File: src/include/arb_cfg.svh
// ----------------------------
// Result arbiter configuration
// Tile count, widths, FIFO depth and
// output credit budget for the collector
// ----------------------------
`ifndef ARB_CFG_SVH
`define ARB_CFG_SVH

// Number of compute tiles feeding the arbiter
`define ARB_NUM_TILES 4

// FP16 result width
`define ARB_DATA_W 16

// Width of the B and C dimensions of a command
`define ARB_DIM_W 8

// Entries in each per-tile result FIFO
`define ARB_FIFO_DEPTH 16

// Credits granted by the sink after reset
`define ARB_OUT_CREDITS 4

`endif

File: src/hw/arb_pkg.sv
// ----------------------------
// Result arbiter types
// Vector typedefs shared by the collector
// blocks and the FSM state encoding
// ----------------------------
`include "arb_cfg.svh"

package arb_pkg;

    // One FP16 result word
    typedef logic [`ARB_DATA_W-1:0] data_t;

    // B or C dimension of a command
    typedef logic [`ARB_DIM_W-1:0] dim_t;

    // Results per tile, B x C, needs twice the dimension width
    typedef logic [2*`ARB_DIM_W-1:0] count_t;

    // Tile index and tile enable mask
    typedef logic [$clog2(`ARB_NUM_TILES)-1:0] tile_idx_t;
    typedef logic [`ARB_NUM_TILES-1:0] tile_mask_t;

    // Occupancy 0..depth, so one extra bit over the pointer width
    typedef logic [$clog2(`ARB_FIFO_DEPTH):0] fifo_cnt_t;

    // Output credits 0..ARB_OUT_CREDITS
    typedef logic [$clog2(`ARB_OUT_CREDITS):0] credit_t;

    // Collection FSM
    typedef enum logic [1:0] {
        ARB_IDLE,
        ARB_COLLECT,
        ARB_DRAIN
    } arb_state_t;

endpackage

File: src/hw/arb_cmd_if.sv
// ----------------------------
// Command link, decoder to scheduler
// Carries the captured job and the busy flag
// ----------------------------
`timescale 1ns/100ps

interface arb_cmd_if;
    import arb_pkg::*;

    // One-cycle pulse that opens a job
    logic       start;
    // Job parameters, stable from start until the next start
    tile_mask_t tile_en;
    dim_t       c_len;
    count_t     results_per_tile;
    // High from the cycle after start until the last result leaves
    logic       busy;

    // Decoder side
    modport src (
        output start, tile_en, c_len, results_per_tile,
        input  busy
    );

    // Scheduler side
    modport dst (
        input  start, tile_en, c_len, results_per_tile,
        output busy
    );

endinterface

File: src/hw/arb_cmd_decode.sv
// ----------------------------
// Command decoder
// Accepts a job while the collector is idle,
// computes B x C and holds the job fields
// ----------------------------
`timescale 1ns/100ps

module arb_cmd_decode (
    input  logic                i_clk,
    input  logic                i_reset_n,
    input  logic                i_cmd_valid,
    input  arb_pkg::tile_mask_t i_cmd_tile_en,
    input  arb_pkg::dim_t       i_cmd_b_len,
    input  arb_pkg::dim_t       i_cmd_c_len,
    output logic                o_cmd_ready,
    arb_cmd_if.src              cmd
);
    import arb_pkg::*;

    logic cmd_accept;

    // Busy only rises the cycle after start, so start itself also blocks
    assign o_cmd_ready = ~cmd.busy & ~cmd.start;
    assign cmd_accept  = i_cmd_valid & o_cmd_ready;

    // Start pulse, one cycle after acceptance
    always_ff @(posedge i_clk) begin
        if (!i_reset_n) begin
            cmd.start <= 1'b0;
        end else begin
            cmd.start <= cmd_accept;
        end
    end

    // Job fields
    always_ff @(posedge i_clk) begin
        if (cmd_accept) begin
            cmd.tile_en <= i_cmd_tile_en;
            cmd.c_len   <= i_cmd_c_len;
            // Widen first so the product keeps all bits
            cmd.results_per_tile <= count_t'(i_cmd_b_len) * count_t'(i_cmd_c_len);
        end
    end

    // ----------------------------
    // Checks
    // ----------------------------

    // A job with no tile enabled would never produce output
    a_mask_nonzero : assert property (@(posedge i_clk) disable iff (!i_reset_n)
        cmd_accept |-> (|i_cmd_tile_en))
        else $error("command accepted with empty tile mask");

    // Scheduler must answer every start with busy on the next cycle
    a_start_busy : assert property (@(posedge i_clk) disable iff (!i_reset_n)
        cmd.start |=> cmd.busy)
        else $error("scheduler did not raise busy after start");

endmodule

File: src/hw/tile_result_fifo.sv
// ----------------------------
// Per-tile result FIFO
// Circular buffer with a two-stage registered
// read path, same latency as a block RAM
// ----------------------------
`timescale 1ns/100ps
`include "arb_cfg.svh"

module tile_result_fifo #(
    parameter int depth = `ARB_FIFO_DEPTH
) (
    input  logic           i_clk,
    input  logic           i_reset_n,
    input  logic           i_push,
    input  arb_pkg::data_t i_push_data,
    input  logic           i_pop,
    output arb_pkg::data_t o_rd_data
);
    import arb_pkg::*;

    localparam int ptr_w = (depth > 1) ? $clog2(depth) : 1;

    data_t              mem [depth];
    logic [ptr_w-1:0]   wr_ptr;
    logic [ptr_w-1:0]   rd_ptr;
    logic [ptr_w:0]     count;
    logic               full;
    logic               empty;
    logic               wr_en;
    logic               rd_en;
    // First read stage, the array output latch
    data_t              rd_stage;

    assign full  = (count == (ptr_w + 1)'(depth));
    assign empty = (count == '0);
    // Overflowing pushes and empty pops are dropped
    assign wr_en = i_push & ~full;
    assign rd_en = i_pop & ~empty;

    // Pointers and occupancy
    always_ff @(posedge i_clk) begin
        if (!i_reset_n) begin
            wr_ptr <= '0;
            rd_ptr <= '0;
            count  <= '0;
        end else begin
            if (wr_en) begin
                wr_ptr <= (wr_ptr == ptr_w'(depth - 1)) ? '0 : wr_ptr + 1'b1;
            end
            if (rd_en) begin
                rd_ptr <= (rd_ptr == ptr_w'(depth - 1)) ? '0 : rd_ptr + 1'b1;
            end
            count <= count + (ptr_w + 1)'(wr_en) - (ptr_w + 1)'(rd_en);
        end
    end

    // Storage, no reset
    always_ff @(posedge i_clk) begin
        if (wr_en) begin
            mem[wr_ptr] <= i_push_data;
        end
    end

    // Two-cycle read, pop in cycle N gives data in N+2
    always_ff @(posedge i_clk) begin
        if (rd_en) begin
            rd_stage <= mem[rd_ptr];
        end
        o_rd_data <= rd_stage;
    end

    // ----------------------------
    // Checks
    // ----------------------------

    // Compute engine ran more than depth ahead of the scheduler
    a_no_overflow : assert property (@(posedge i_clk) disable iff (!i_reset_n)
        i_push |-> !full)
        else $error("tile FIFO push while full");

    // Shadow count in the scheduler must never let a pop overtake a push
    a_no_underflow : assert property (@(posedge i_clk) disable iff (!i_reset_n)
        i_pop |-> !empty)
        else $error("tile FIFO pop while empty");

endmodule

File: src/hw/arb_rr_scheduler.sv
// ----------------------------
// Round-robin collection scheduler
// Reads C results per visit from each enabled
// tile, tracks shadow occupancy and credits
// ----------------------------
`timescale 1ns/100ps
`include "arb_cfg.svh"

module arb_rr_scheduler (
    input  logic                i_clk,
    input  logic                i_reset_n,
    arb_cmd_if.dst              cmd,
    input  arb_pkg::tile_mask_t i_ce_valid,
    input  logic                i_result_credit,
    input  logic                i_out_valid,
    output arb_pkg::tile_mask_t o_pop,
    output logic                o_issue_valid,
    output arb_pkg::tile_idx_t  o_issue_tile
);
    import arb_pkg::*;

    localparam int num_tiles = `ARB_NUM_TILES;

    arb_state_t state;
    tile_idx_t  cur_tile;
    dim_t       chunk_cnt;
    credit_t    credits;
    // Pops not yet seen on the output register
    credit_t    outstanding;
    credit_t    outstanding_next;
    fifo_cnt_t  shadow_cnt [num_tiles];
    count_t     result_cnt [num_tiles];

    logic       active;
    logic       cur_en;
    logic       cur_done;
    logic       chunk_full;
    logic       pop_now;
    logic       last_of_chunk;
    logic       last_of_tile;
    logic       move;
    logic       all_done;
    tile_mask_t tile_done;
    tile_mask_t scan_done;
    tile_idx_t  next_tile;

    // Issue decisions are also made in the start cycle, counters are already
    // zero there because reset and the end of a job leave them cleared
    assign active = (state == ARB_COLLECT) || (state == ARB_IDLE && cmd.start);

    assign cur_en     = cmd.tile_en[cur_tile];
    assign cur_done   = tile_done[cur_tile];
    assign chunk_full = (chunk_cnt >= cmd.c_len);

    // Read only when data is there, the chunk and tile have room and a credit is left
    assign pop_now = active && cur_en && !cur_done && !chunk_full &&
                     (shadow_cnt[cur_tile] != '0) && (credits != '0);

    assign last_of_chunk = (dim_t'(chunk_cnt + 1'b1) == cmd.c_len);
    assign last_of_tile  = (count_t'(result_cnt[cur_tile] + 1'b1) == cmd.results_per_tile);

    // Leave a disabled or finished tile, or one whose chunk just closed
    assign move = active &&
                  (!cur_en || cur_done || chunk_full ||
                   (pop_now && (last_of_chunk || last_of_tile)));

    assign outstanding_next = outstanding + credit_t'(pop_now) - credit_t'(i_out_valid);

    // ----------------------------
    // Tile status and next tile
    // ----------------------------
    always_comb begin
        for (int i = 0; i < num_tiles; i++) begin
            tile_done[i] = (result_cnt[i] >= cmd.results_per_tile);
        end
        // Current tile counts as finished once its last read goes out
        scan_done = tile_done;
        if (pop_now && last_of_tile) begin
            scan_done[cur_tile] = 1'b1;
        end
        all_done = 1'b1;
        for (int i = 0; i < num_tiles; i++) begin
            if (cmd.tile_en[i] && !tile_done[i]) begin
                all_done = 1'b0;
            end
        end
    end

    // First enabled unfinished tile above the current one, wrapping around
    always_comb begin : next_scan
        tile_idx_t idx;
        logic      found;
        idx       = cur_tile;
        found     = 1'b0;
        next_tile = cur_tile;
        for (int i = 0; i < num_tiles; i++) begin
            idx = (idx == tile_idx_t'(num_tiles - 1)) ? '0 : idx + 1'b1;
            if (!found && cmd.tile_en[idx] && !scan_done[idx]) begin
                next_tile = idx;
                found     = 1'b1;
            end
        end
    end

    // ----------------------------
    // FSM and counters
    // ----------------------------
    always_ff @(posedge i_clk) begin
        if (!i_reset_n) begin
            state         <= ARB_IDLE;
            cmd.busy      <= 1'b0;
            cur_tile      <= '0;
            chunk_cnt     <= '0;
            credits       <= credit_t'(`ARB_OUT_CREDITS);
            outstanding   <= '0;
            o_pop         <= '0;
            o_issue_valid <= 1'b0;
            for (int i = 0; i < num_tiles; i++) begin
                shadow_cnt[i] <= '0;
                result_cnt[i] <= '0;
            end
        end else begin
            // One credit per pop, one back per sink pulse
            credits     <= credits - credit_t'(pop_now) + credit_t'(i_result_credit);
            outstanding <= outstanding_next;

            // Registered pop, at most one tile
            o_pop         <= tile_mask_t'(pop_now) << cur_tile;
            o_issue_valid <= pop_now;

            // Shadow occupancy follows the FIFO without its read latency
            for (int i = 0; i < num_tiles; i++) begin
                shadow_cnt[i] <= shadow_cnt[i] + fifo_cnt_t'(i_ce_valid[i])
                               - fifo_cnt_t'(pop_now && (cur_tile == tile_idx_t'(i)));
            end
            if (pop_now) begin
                result_cnt[cur_tile] <= result_cnt[cur_tile] + 1'b1;
            end

            // Round-robin pointer and chunk position
            if (move) begin
                cur_tile  <= next_tile;
                chunk_cnt <= '0;
            end else if (pop_now) begin
                chunk_cnt <= chunk_cnt + 1'b1;
            end

            case (state)
                ARB_IDLE: begin
                    if (cmd.start) begin
                        state    <= ARB_COLLECT;
                        cmd.busy <= 1'b1;
                    end
                end
                ARB_COLLECT: begin
                    if (all_done) begin
                        state <= ARB_DRAIN;
                    end
                end
                ARB_DRAIN: begin
                    // Wait for the pipe to empty, then clear for the next job
                    if (outstanding_next == '0) begin
                        state     <= ARB_IDLE;
                        cmd.busy  <= 1'b0;
                        cur_tile  <= '0;
                        chunk_cnt <= '0;
                        for (int i = 0; i < num_tiles; i++) begin
                            result_cnt[i] <= '0;
                        end
                    end
                end
                default: state <= ARB_IDLE;
            endcase
        end
    end

    // Tile tag for the result pipe
    always_ff @(posedge i_clk) begin
        o_issue_tile <= cur_tile;
    end

    // ----------------------------
    // Checks
    // ----------------------------
    a_pop_onehot : assert property (@(posedge i_clk) disable iff (!i_reset_n)
        $onehot0(o_pop))
        else $error("more than one tile popped in a cycle");

    // Sink returned a credit it was never given
    a_credit_bound : assert property (@(posedge i_clk) disable iff (!i_reset_n)
        (i_result_credit && !pop_now) |-> (credits < credit_t'(`ARB_OUT_CREDITS)))
        else $error("credit returned beyond the granted budget");

endmodule

File: src/hw/arb_result_pipe.sv
// ----------------------------
// Result pipe
// Carries the tile tag across the FIFO read
// latency, selects and registers the output
// ----------------------------
`timescale 1ns/100ps
`include "arb_cfg.svh"

module arb_result_pipe (
    input  logic               i_clk,
    input  logic               i_reset_n,
    input  logic               i_issue_valid,
    input  arb_pkg::tile_idx_t i_issue_tile,
    input  arb_pkg::data_t     i_fifo_rd_data [`ARB_NUM_TILES],
    output logic               o_result_valid,
    output arb_pkg::data_t     o_result_data
);
    import arb_pkg::*;

    // Stage one lines up with the FIFO array read
    logic      valid_s1;
    tile_idx_t tile_s1;
    // Stage two lines up with the FIFO output register
    logic      valid_s2;
    tile_idx_t tile_s2;

    // Valid flags
    always_ff @(posedge i_clk) begin
        if (!i_reset_n) begin
            valid_s1       <= 1'b0;
            valid_s2       <= 1'b0;
            o_result_valid <= 1'b0;
        end else begin
            valid_s1       <= i_issue_valid;
            valid_s2       <= valid_s1;
            // Pop plus three
            o_result_valid <= valid_s2;
        end
    end

    // Tile tags and output data
    always_ff @(posedge i_clk) begin
        tile_s1 <= i_issue_tile;
        tile_s2 <= tile_s1;
        // FIFO data is valid now, so stage two picks the source
        o_result_data <= i_fifo_rd_data[tile_s2];
    end

endmodule

File: src/hw/arb_top.sv
// ----------------------------
// Result arbiter top level
// Decoder, per-tile FIFOs, scheduler and
// result pipe on plain ports
// ----------------------------
`timescale 1ns/100ps
`include "arb_cfg.svh"

module arb_top (
    input  logic                i_clk,
    input  logic                i_reset_n,
    input  logic                i_cmd_valid,
    output logic                o_cmd_ready,
    input  arb_pkg::tile_mask_t i_cmd_tile_en,
    input  arb_pkg::dim_t       i_cmd_b_len,
    input  arb_pkg::dim_t       i_cmd_c_len,
    input  arb_pkg::tile_mask_t i_ce_valid,
    input  arb_pkg::data_t      i_ce_data [`ARB_NUM_TILES],
    output logic                o_result_valid,
    output arb_pkg::data_t      o_result_data,
    input  logic                i_result_credit,
    output logic                o_busy
);
    import arb_pkg::*;

    tile_mask_t tile_pop;
    data_t      fifo_rd_data [`ARB_NUM_TILES];
    logic       issue_valid;
    tile_idx_t  issue_tile;

    // Command link between decoder and scheduler
    arb_cmd_if cmd_bus ();

    assign o_busy = cmd_bus.busy;

    arb_cmd_decode u_decode (
        .i_clk         (i_clk),
        .i_reset_n     (i_reset_n),
        .i_cmd_valid   (i_cmd_valid),
        .i_cmd_tile_en (i_cmd_tile_en),
        .i_cmd_b_len   (i_cmd_b_len),
        .i_cmd_c_len   (i_cmd_c_len),
        .o_cmd_ready   (o_cmd_ready),
        .cmd           (cmd_bus.src)
    );

    // One result FIFO per tile, written by its compute engine
    for (genvar g = 0; g < `ARB_NUM_TILES; g++) begin : g_tile
        tile_result_fifo #(
            .depth (`ARB_FIFO_DEPTH)
        ) u_fifo (
            .i_clk       (i_clk),
            .i_reset_n   (i_reset_n),
            .i_push      (i_ce_valid[g]),
            .i_push_data (i_ce_data[g]),
            .i_pop       (tile_pop[g]),
            .o_rd_data   (fifo_rd_data[g])
        );
    end

    arb_rr_scheduler u_sched (
        .i_clk           (i_clk),
        .i_reset_n       (i_reset_n),
        .cmd             (cmd_bus.dst),
        .i_ce_valid      (i_ce_valid),
        .i_result_credit (i_result_credit),
        .i_out_valid     (o_result_valid),
        .o_pop           (tile_pop),
        .o_issue_valid   (issue_valid),
        .o_issue_tile    (issue_tile)
    );

    arb_result_pipe u_pipe (
        .i_clk          (i_clk),
        .i_reset_n      (i_reset_n),
        .i_issue_valid  (issue_valid),
        .i_issue_tile   (issue_tile),
        .i_fifo_rd_data (fifo_rd_data),
        .o_result_valid (o_result_valid),
        .o_result_data  (o_result_data)
    );

endmodule

File: config.mk
export PLATFORM = sky130hd
export DESIGN_NAME = arb_top
export DESIGN_NICKNAME = d
export VERILOG_FILES = /design/src/hw/arb_pkg.sv /design/src/hw/arb_cmd_if.sv /design/src/hw/arb_cmd_decode.sv /design/src/hw/tile_result_fifo.sv /design/src/hw/arb_rr_scheduler.sv /design/src/hw/arb_result_pipe.sv /design/src/hw/arb_top.sv
export VERILOG_INCLUDE_DIRS = /design/src /design/src/include
export SDC_FILE = /design/constraint.sdc
export NUM_CORES = 2
export LEC_CHECK = 0
export BUFFER_PORTS_ARGS = -buffer_cell sky130_fd_sc_hd__buf_2
export CORE_UTILIZATION = 50
export CTS_CLUSTER_DIAMETER = 60
export DETAILED_ROUTE_END_ITERATION = 8
export PLACE_DENSITY = 0.66
export SLEW_MARGIN = 20
export SYNTH_ARGS = -nofsm -noshare
export SYNTH_HDL_FRONTEND = slang
export SYNTH_SLANG_ARGS = --single-unit
File: constraint.sdc
create_clock -name i_clk -period 15.7 [get_ports i_clk]
set_input_delay 0 -clock i_clk [delete_from_list [all_inputs] [get_ports i_clk]]
set_output_delay 0 -clock i_clk [all_outputs]
set_load 0.01 [all_outputs]
# After elaboration in Yosys (flattened, before gate mapping)
# Memories as Yosys holds them, arrays and structs flattened. A register that Yosys moved wholly into a read port is not among the register bits.
# Cells that the tools add are included.
# totals
input_bits,92
latch_bits,0
mem_bits_rw,1108
register_bits,194
mem_count,6
elab_cells,294
rom_bits,0
# memory_table
memory,depth,width,read_ports,rd_ports_with_merged_regs,wr,line,text
g_tile[0].u_fifo.mem,16,16,1,1,1,tile_result_fifo.sv:23,data_t mem [depth];
g_tile[1].u_fifo.mem,16,16,1,1,1,tile_result_fifo.sv:23,
g_tile[2].u_fifo.mem,16,16,1,1,1,tile_result_fifo.sv:23,
g_tile[3].u_fifo.mem,16,16,1,1,1,tile_result_fifo.sv:23,
u_sched.result_cnt,4,16,5,1,4,arb_rr_scheduler.sv:32,count_t result_cnt [num_tiles];
u_sched.shadow_cnt,4,5,5,1,4,arb_rr_scheduler.sv:31,fifo_cnt_t shadow_cnt [num_tiles];
# op_classes
multipliers,1
order_cmp,12
n_shift,1
bitwise_logic,30
reduce_logical,57
add_sub_neg,34
n_mux,93
div_mod_pow,0
eq_ne,25
# op_table
cell,count
$mux 16,7
$ge 16x16->1,4
$add 5x1->5,8
$sub 5x1->5,8
$mux 1,38
$mux 4,9
$mux 2,17
$add 4x1->4 const B,8
$bmux 16 s2,1
$eq 4x4->1 const B,8
$mux 8,4
$logic_and 1x1->1,25
$bmux 1 s2,10
$eq 5x5->1 const B,4
$logic_not 5->1,4
$mux 5,4
$add 16x1->16 const B,1
$eq 16x16->1,1
$mul 8x8->16,1
$reduce_or 16->1,1
$lt 2x3->1 const B,5
$logic_not 1->1,14
$eq 2x2->1 const B,6
$and 1x1->1,10
other kinds (26),55

# Longest topological paths before layout
# depth
ltp_word,31
ltp_mapped,22
depth_no_buf,21

# Hierarchy
# From an unflattened synthesis, not the netlist that was laid out.
# unflattened
cells_unflattened,3267
hier_area_um2,56958.4
# modules_own_cells
mod,cells_per_inst,instances,area_each_um2
tile_result_fifo (g_tile[1].u_fifo ...),527,2,11232.0
tile_result_fifo (g_tile[0].u_fifo),527,1,11215.8
tile_result_fifo (g_tile[3].u_fifo),530,1,11189.5
arb_rr_scheduler,835,1,8195.4
arb_cmd_decode,275,1,2990.4
arb_result_pipe,46,1,903.4

# Worst setup path before layout
# No wires, ideal clock.
# synth_path
kind,reg2reg
from,register u_decode.cmd.results_per_tile[0]
to,register u_sched.cur_tile[1]
path_buffers,1
arrival_ns,4.907
setup_ns,0.083
slack_ns,10.710
path_stages_with_launch,21
period_less_slack_ns,4.990
path_cell_list,edfxtp_1 ha_1 nand2b_1 a21o_1 a211o_1 a221oi_1 o211ai_1 nor4b_1 clkbuf_1 ha_1 inv_1 fa_1 xor2_1 xnor2_1 nand3b_1 nor2_1 a21boi_0 nand2_1 a41o_1 or3b_1 o221ai_1
# synth_via
elab_chain_len,30
word_cells_on_any_way,56
# synth_rtl
item,line,text
from (decl),arb_cmd_if.sv:21,"output start, tile_en, c_len, results_per_tile,"
from (signal assigned),arb_cmd_decode.sv:41,cmd.results_per_tile <= count_t'(i_cmd_b_len) * count_t'(i_cmd_c_len);
$ge 16x16->1,arb_rr_scheduler.sv:74,tile_done[i] = (result_cnt[i] >= cmd.results_per_tile);
$bmux 1 s2 *,arb_rr_scheduler.sv:52,assign cur_done = tile_done[cur_tile];
$mux 1 (not written as such) *,arb_rr_scheduler.sv:52,
$logic_not 1->1 *,arb_rr_scheduler.sv:56,assign pop_now = active && cur_en && !cur_done && !chunk_full &&
$logic_and 1x1->1 * (3 in series),arb_rr_scheduler.sv:56,
$logic_and 1x1->1 *,arb_rr_scheduler.sv:57,(shadow_cnt[cur_tile] != '0) && (credits != '0);
via u_sched.pop_now,arb_rr_scheduler.sv:38,logic pop_now;
$logic_and 1x1->1,arb_rr_scheduler.sv:78,if (pop_now && last_of_tile) begin
[11 not listed],n/a,
$logic_and 1x1->1 (2 in series),arb_rr_scheduler.sv:98,if (!found && cmd.tile_en[idx] && !scan_done[idx]) begin
$mux 1,arb_rr_scheduler.sv:98,
$logic_not 1->1,arb_rr_scheduler.sv:98,
$logic_and 1x1->1 (2 in series),arb_rr_scheduler.sv:98,
$mux 2,arb_rr_scheduler.sv:98,
$mux 2,arb_rr_scheduler.sv:141,if (move) begin
$mux 2,arb_rr_scheduler.sv:162,if (outstanding_next == '0) begin
$mux 2 *,arb_rr_scheduler.sv:148,case (state)
to (signal assigned),arb_rr_scheduler.sv:142,cur_tile <= next_tile;
to (decl),arb_rr_scheduler.sv:25,tile_idx_t cur_tile;
# Mark *: on every way through the listed nets, which the timed path passes. The rest lies on a longest branch. The select of a mux whose other input is x is not followed.
# A chain may end at the register's enable or synchronous reset.

==> results.md <==
- Initial antenna violation count: 8
- Depth of the worst hold-timing path: 2
- Sequential group share of total power: 0.469
- Multi-input combinational cell area: 16480 um^2
- Syn Std Cell Area: 56690 um^2
- Status: finished clean
- DRT antenna net count: 0
- Crit-path cells: inv_1, ha_1, a21o_1, a21o_1, a21oi_1, o221ai_1, o221a_2, nor4b_2, buf_4, ha_1, inv_1, fa_1, xor2_1, xnor2_1, nand3b_1, nor2_1, a21boi_0, nand2b_1
- Start-to-end type of the worst setup path: flop to flop
- Clock insertion delay at the later pin of the skew report: 0.77 ns
- Slowest cell on the critical path: nand2b_1
- Cell count of the worst reg-to-reg path: 18
- Vias in the first global route: 30870
- TritonCTS Buffers: 143
- Start point of the critical path: u_decode.cmd.results_per_tile[9]
- Worst reg2reg setup slack: 9.94 ns
- Number of enable flip-flop cells after synthesis: 1180
- Comb power frac: 0.157
- Worst path setup slack after routing: 9.938 ns
- Unrepaired setup endpoints after global routing: no
- Number of instances in the synthesized netlist: 3135
- Max Transition Viols Final: 0
- Clk sinks: 1366
- Capture endpoint of the worst hold path: u_decode.cmd.c_len[0]
- Layout overhead on the synthesized area: 14.95%
- Count of maximum capacitance violations: 0
- Pin count of the biggest net entering global routing: 88
- Global-route wire length before repair: 191900 um
- Layout cell share with drive strength beyond 1: 0.2262
- Cell type with the highest aggregate area in the netlist: edfxtp_1
- Largest fanout on the critical path: 16
- Post-Syn Area per Cell: 18.08 um^2
- Most common cell after layout, fill and taps aside: edfxtp_1
- Wirelength, routed: 126100 um
- Number of buffers and inverters on the critical path: 3
- Count of TritonRoute iterations in the first routing pass: 7
- Sequential-to-total area share from yosys stat: 0.6907
- Final hold violation count: 0
- Total Nets Final: 3769
- Chip Height: 338.7 um
- Port Buffers: 110
- Syn Nets: 3455
- Count of boundary I/O pins: 111
- Yosys reg bits: 1366
- GRT Resource Usage Total: 0.2252
- Number of instances resized during post-cts repair: 0
- Final period demand of the worst path: 5.762 ns
- Most frequent cells in the layout: 1180 x edfxtp_1, 351 x mux4_2, 182 x ha_1, 174 x nor2_1, 174 x inv_1
- Std-Cell Core Area: 112500 um^2
- Post-Place Cell Area: 59380 um^2
- Flip-flop cell with the highest count after synthesis: edfxtp_1
- Die ar.: 114700 um^2
- Mean number of vias per cell: 5.780
- Setup WS pre-CTS: 9.941 ns
- Portion of synthesized cell area occupied by the leading cell type: 0.6250
- Net switching component of the power: 0.002380 W
- Actual slew at the worst max-slew pin: 1.140 ns
- Summed area of non-filler cells in the final layout: 65170 um^2
- Hold_sp: i_cmd_c_len[0]
- Final weighted congestion in routability-driven placement: 0.8650
- Largest delay contributor family on the critical path: compound AO/OA/AOI/OAI gates
- CTS tree: yes
- Total vias in the final route: 29310
- Relative max-transition margin: 0.2357
- Arr. time, crit path: 6.01 ns
- Max IR drop VDD: 0.1094 mV
- Number of setup violations in the final report: 0
- Launch instance of the worst register-to-register path: u_decode.cmd.results_per_tile[9]
- Max incr delay on CP: 0.79 ns
- Number of buffers between clock root and the deepest sink: 3
- Class of the most critical hold timing path: input port to flop
- Yosys synthesis warning count: 0
- Violation count after the first detailed-routing iteration: 2488
- Worst Setup Start Kind: flop
- Count of cell types in the netlist: 68
- Width of the chip: 338.7 um
- Number of H-tree levels: 4
- Final core utilization: 0.5793
- Final worst hold slack: 0.1145 ns
- Static power due to leakage: 22.00 nW
- Grt ovf: 0
- Post-route setup TNS: 0 ns
- CTS Root Buffer Type: clkbuf_16
- Async set-or-reset flop fraction in the synthesized netlist: 0
- Final Cycle Share: 0.3670
- Worst setup skew after layout: 0.04901 ns
- Leading post-synthesis cells by cell area: edfxtp_1 63%, mux4_2 14%, dfxtp_1 6.6%, ha_1 4.0%, fa_1 1.6%
- Pwr/cell area: 140.3 nW/um^2
- Category of the worst setup path capture point: flop
- Remaining design rule violation count: 0
- Number of rows created at floorplan: 123
- Clock Pin Slew Worst Setup and Hold Paths: 0.06 ns
- Fill cell count: 8291
- Estimated wirelength of the detail-placed design: 78830 um
- Area used by sequential logic in the layout: 39180 um^2
- Worst reg2reg path endpoint: u_sched.result_cnt[3][12]
- Clock network fraction of design power: 0.375
- Internal power consumption: 0.006766 W
- Post-CTS setup buffers: 0
- Wire per inst: 24.87 um
- Net switching fraction of the power: 0.2602
- Maximum clock rate: 0.1736 GHz
- Worst path required time: 15.94 ns
- Initial standard-cell utilization of the core: 0.5039
area by class of cell:
cell class | instances | share of cell area
flip-flops and latches | 1366 | 0.6013
multi-input cells | 1474 | 0.2528
clock buffers | 178 | 0.05862
repair buffers | 289 | 0.03268
well taps | 1500 | 0.02880
clock inverters | 86 | 0.01557
inverters | 175 | 0.01008
diodes | 3 | 0.0001152
metrics by stage:
| stage | cells | total power, W |
|---|---|---|
| 2_1_floorplan | 3135 | 0.005289 |
| 3_3_place_gp | 4710 | 0.005710 |
| 3_5_place_dp | 4710 | 0.005768 |
| 4_1_cts | 5068 | 0.009214 |
| 5_1_grt | 5069 | 0.009519 |
| 6_report | 5071 | 0.009146 |
power by group through the flow:
stage | Combinational, W | Clock, W | Sequential (W)
finish | 0.00143 | 0.00343 | 0.00429
detailed placement | 0.00140 | 0 | 0.00436
global route | 0.00158 | 0.00363 | 0.00430
floorplan | 0.000972 | 0 | 0.00432
global placement | 0.00136 | 0 | 0.00435
CTS | 0.00144 | 0.00349 | 0.00429
Yosys cell counts (all sizes together) (12+ instances only):
cell type and number:
and2 86, o21ai 37, fa 46, mux4 353
edfxtp 1180, clkbuf 77, dfxtp 186, nand4 14
buf 43, a21o 29, xor2 28, nand2 117
nor3 25, and3 14, inv 174, nor2b 27
a31oi 17, nand2b 27, nor2 175, mux2i 12
nand3 30, a21oi 66, ha 182, xnor2 68
logic make-up (layout without fill, tap and decap cells):
group,count (synthesis),count (layout),synth area share
DFF,1366,1366,0.6907
and+or+nand+nor,554,554,0.04822
muxes,366,366,0.1427
buffers and inverters,295,728,0.02055
AOI/OAI and AO/OA,230,230,0.02659
adders and majority gates,228,228,0.05641
xor gates and xnor gates,96,96,0.01483
other,0,3,0
sequential cells by signal, indices dropped and copies added (netlist names), 2 cells and up:
register	count
u_sched.cur_tile	2
u_sched.shadow_cnt	20
u_decode.cmd.tile_en	4
u_sched.outstanding	3
u_sched.credits	3
g_tile.u_fifo.o_rd_data	64
u_decode.cmd.c_len	8
g_tile.u_fifo.rd_ptr	16
g_tile.u_fifo.mem	1024
u_sched.state	2
u_pipe.tile_s2	2
u_sched.result_cnt	64
u_pipe.o_result_data	16
u_sched.o_pop	4
u_sched.chunk_cnt	8
u_pipe.tile_s1	2
g_tile.u_fifo.count	20
u_decode.cmd.results_per_tile	16
g_tile.u_fifo.wr_ptr	16
g_tile.u_fifo.rd_stage	64
u_sched.o_issue_tile	2
worst max path at each step:
stage	end	cells after the start	slack (ns)
3_5_place_dp	u_sched.result_cnt[3][10]	18	9.94
6_report	u_sched.result_cnt[3][12]	18	9.94
5_1_grt	u_sched.result_cnt[1][2]	18	9.48
2_1_floorplan	u_sched.cur_tile[1]	20	10.71
4_1_cts	u_sched.result_cnt[3][7]	18	9.87
3_3_place_gp	u_sched.result_cnt[2][11]	18	10.10
per-layer routing:
| metal | share of wire | global-route usage |
|---|---|---|
| met2 | 0.51 | 0.3850 |
| met1 | 0.41 | 0.3032 |
| met5 | 0.00021 | 0 |
| met3 | 0.056 | 0.03197 |
| met4 | 0.020 | 0.06156 |
what timing repair did:
action,CTS,global route
hold endpoints to repair,1129,0
hold buffers,94,0
setup endpoints to repair,0,0
No activity file was read; power rests on OpenSTA's default activity.
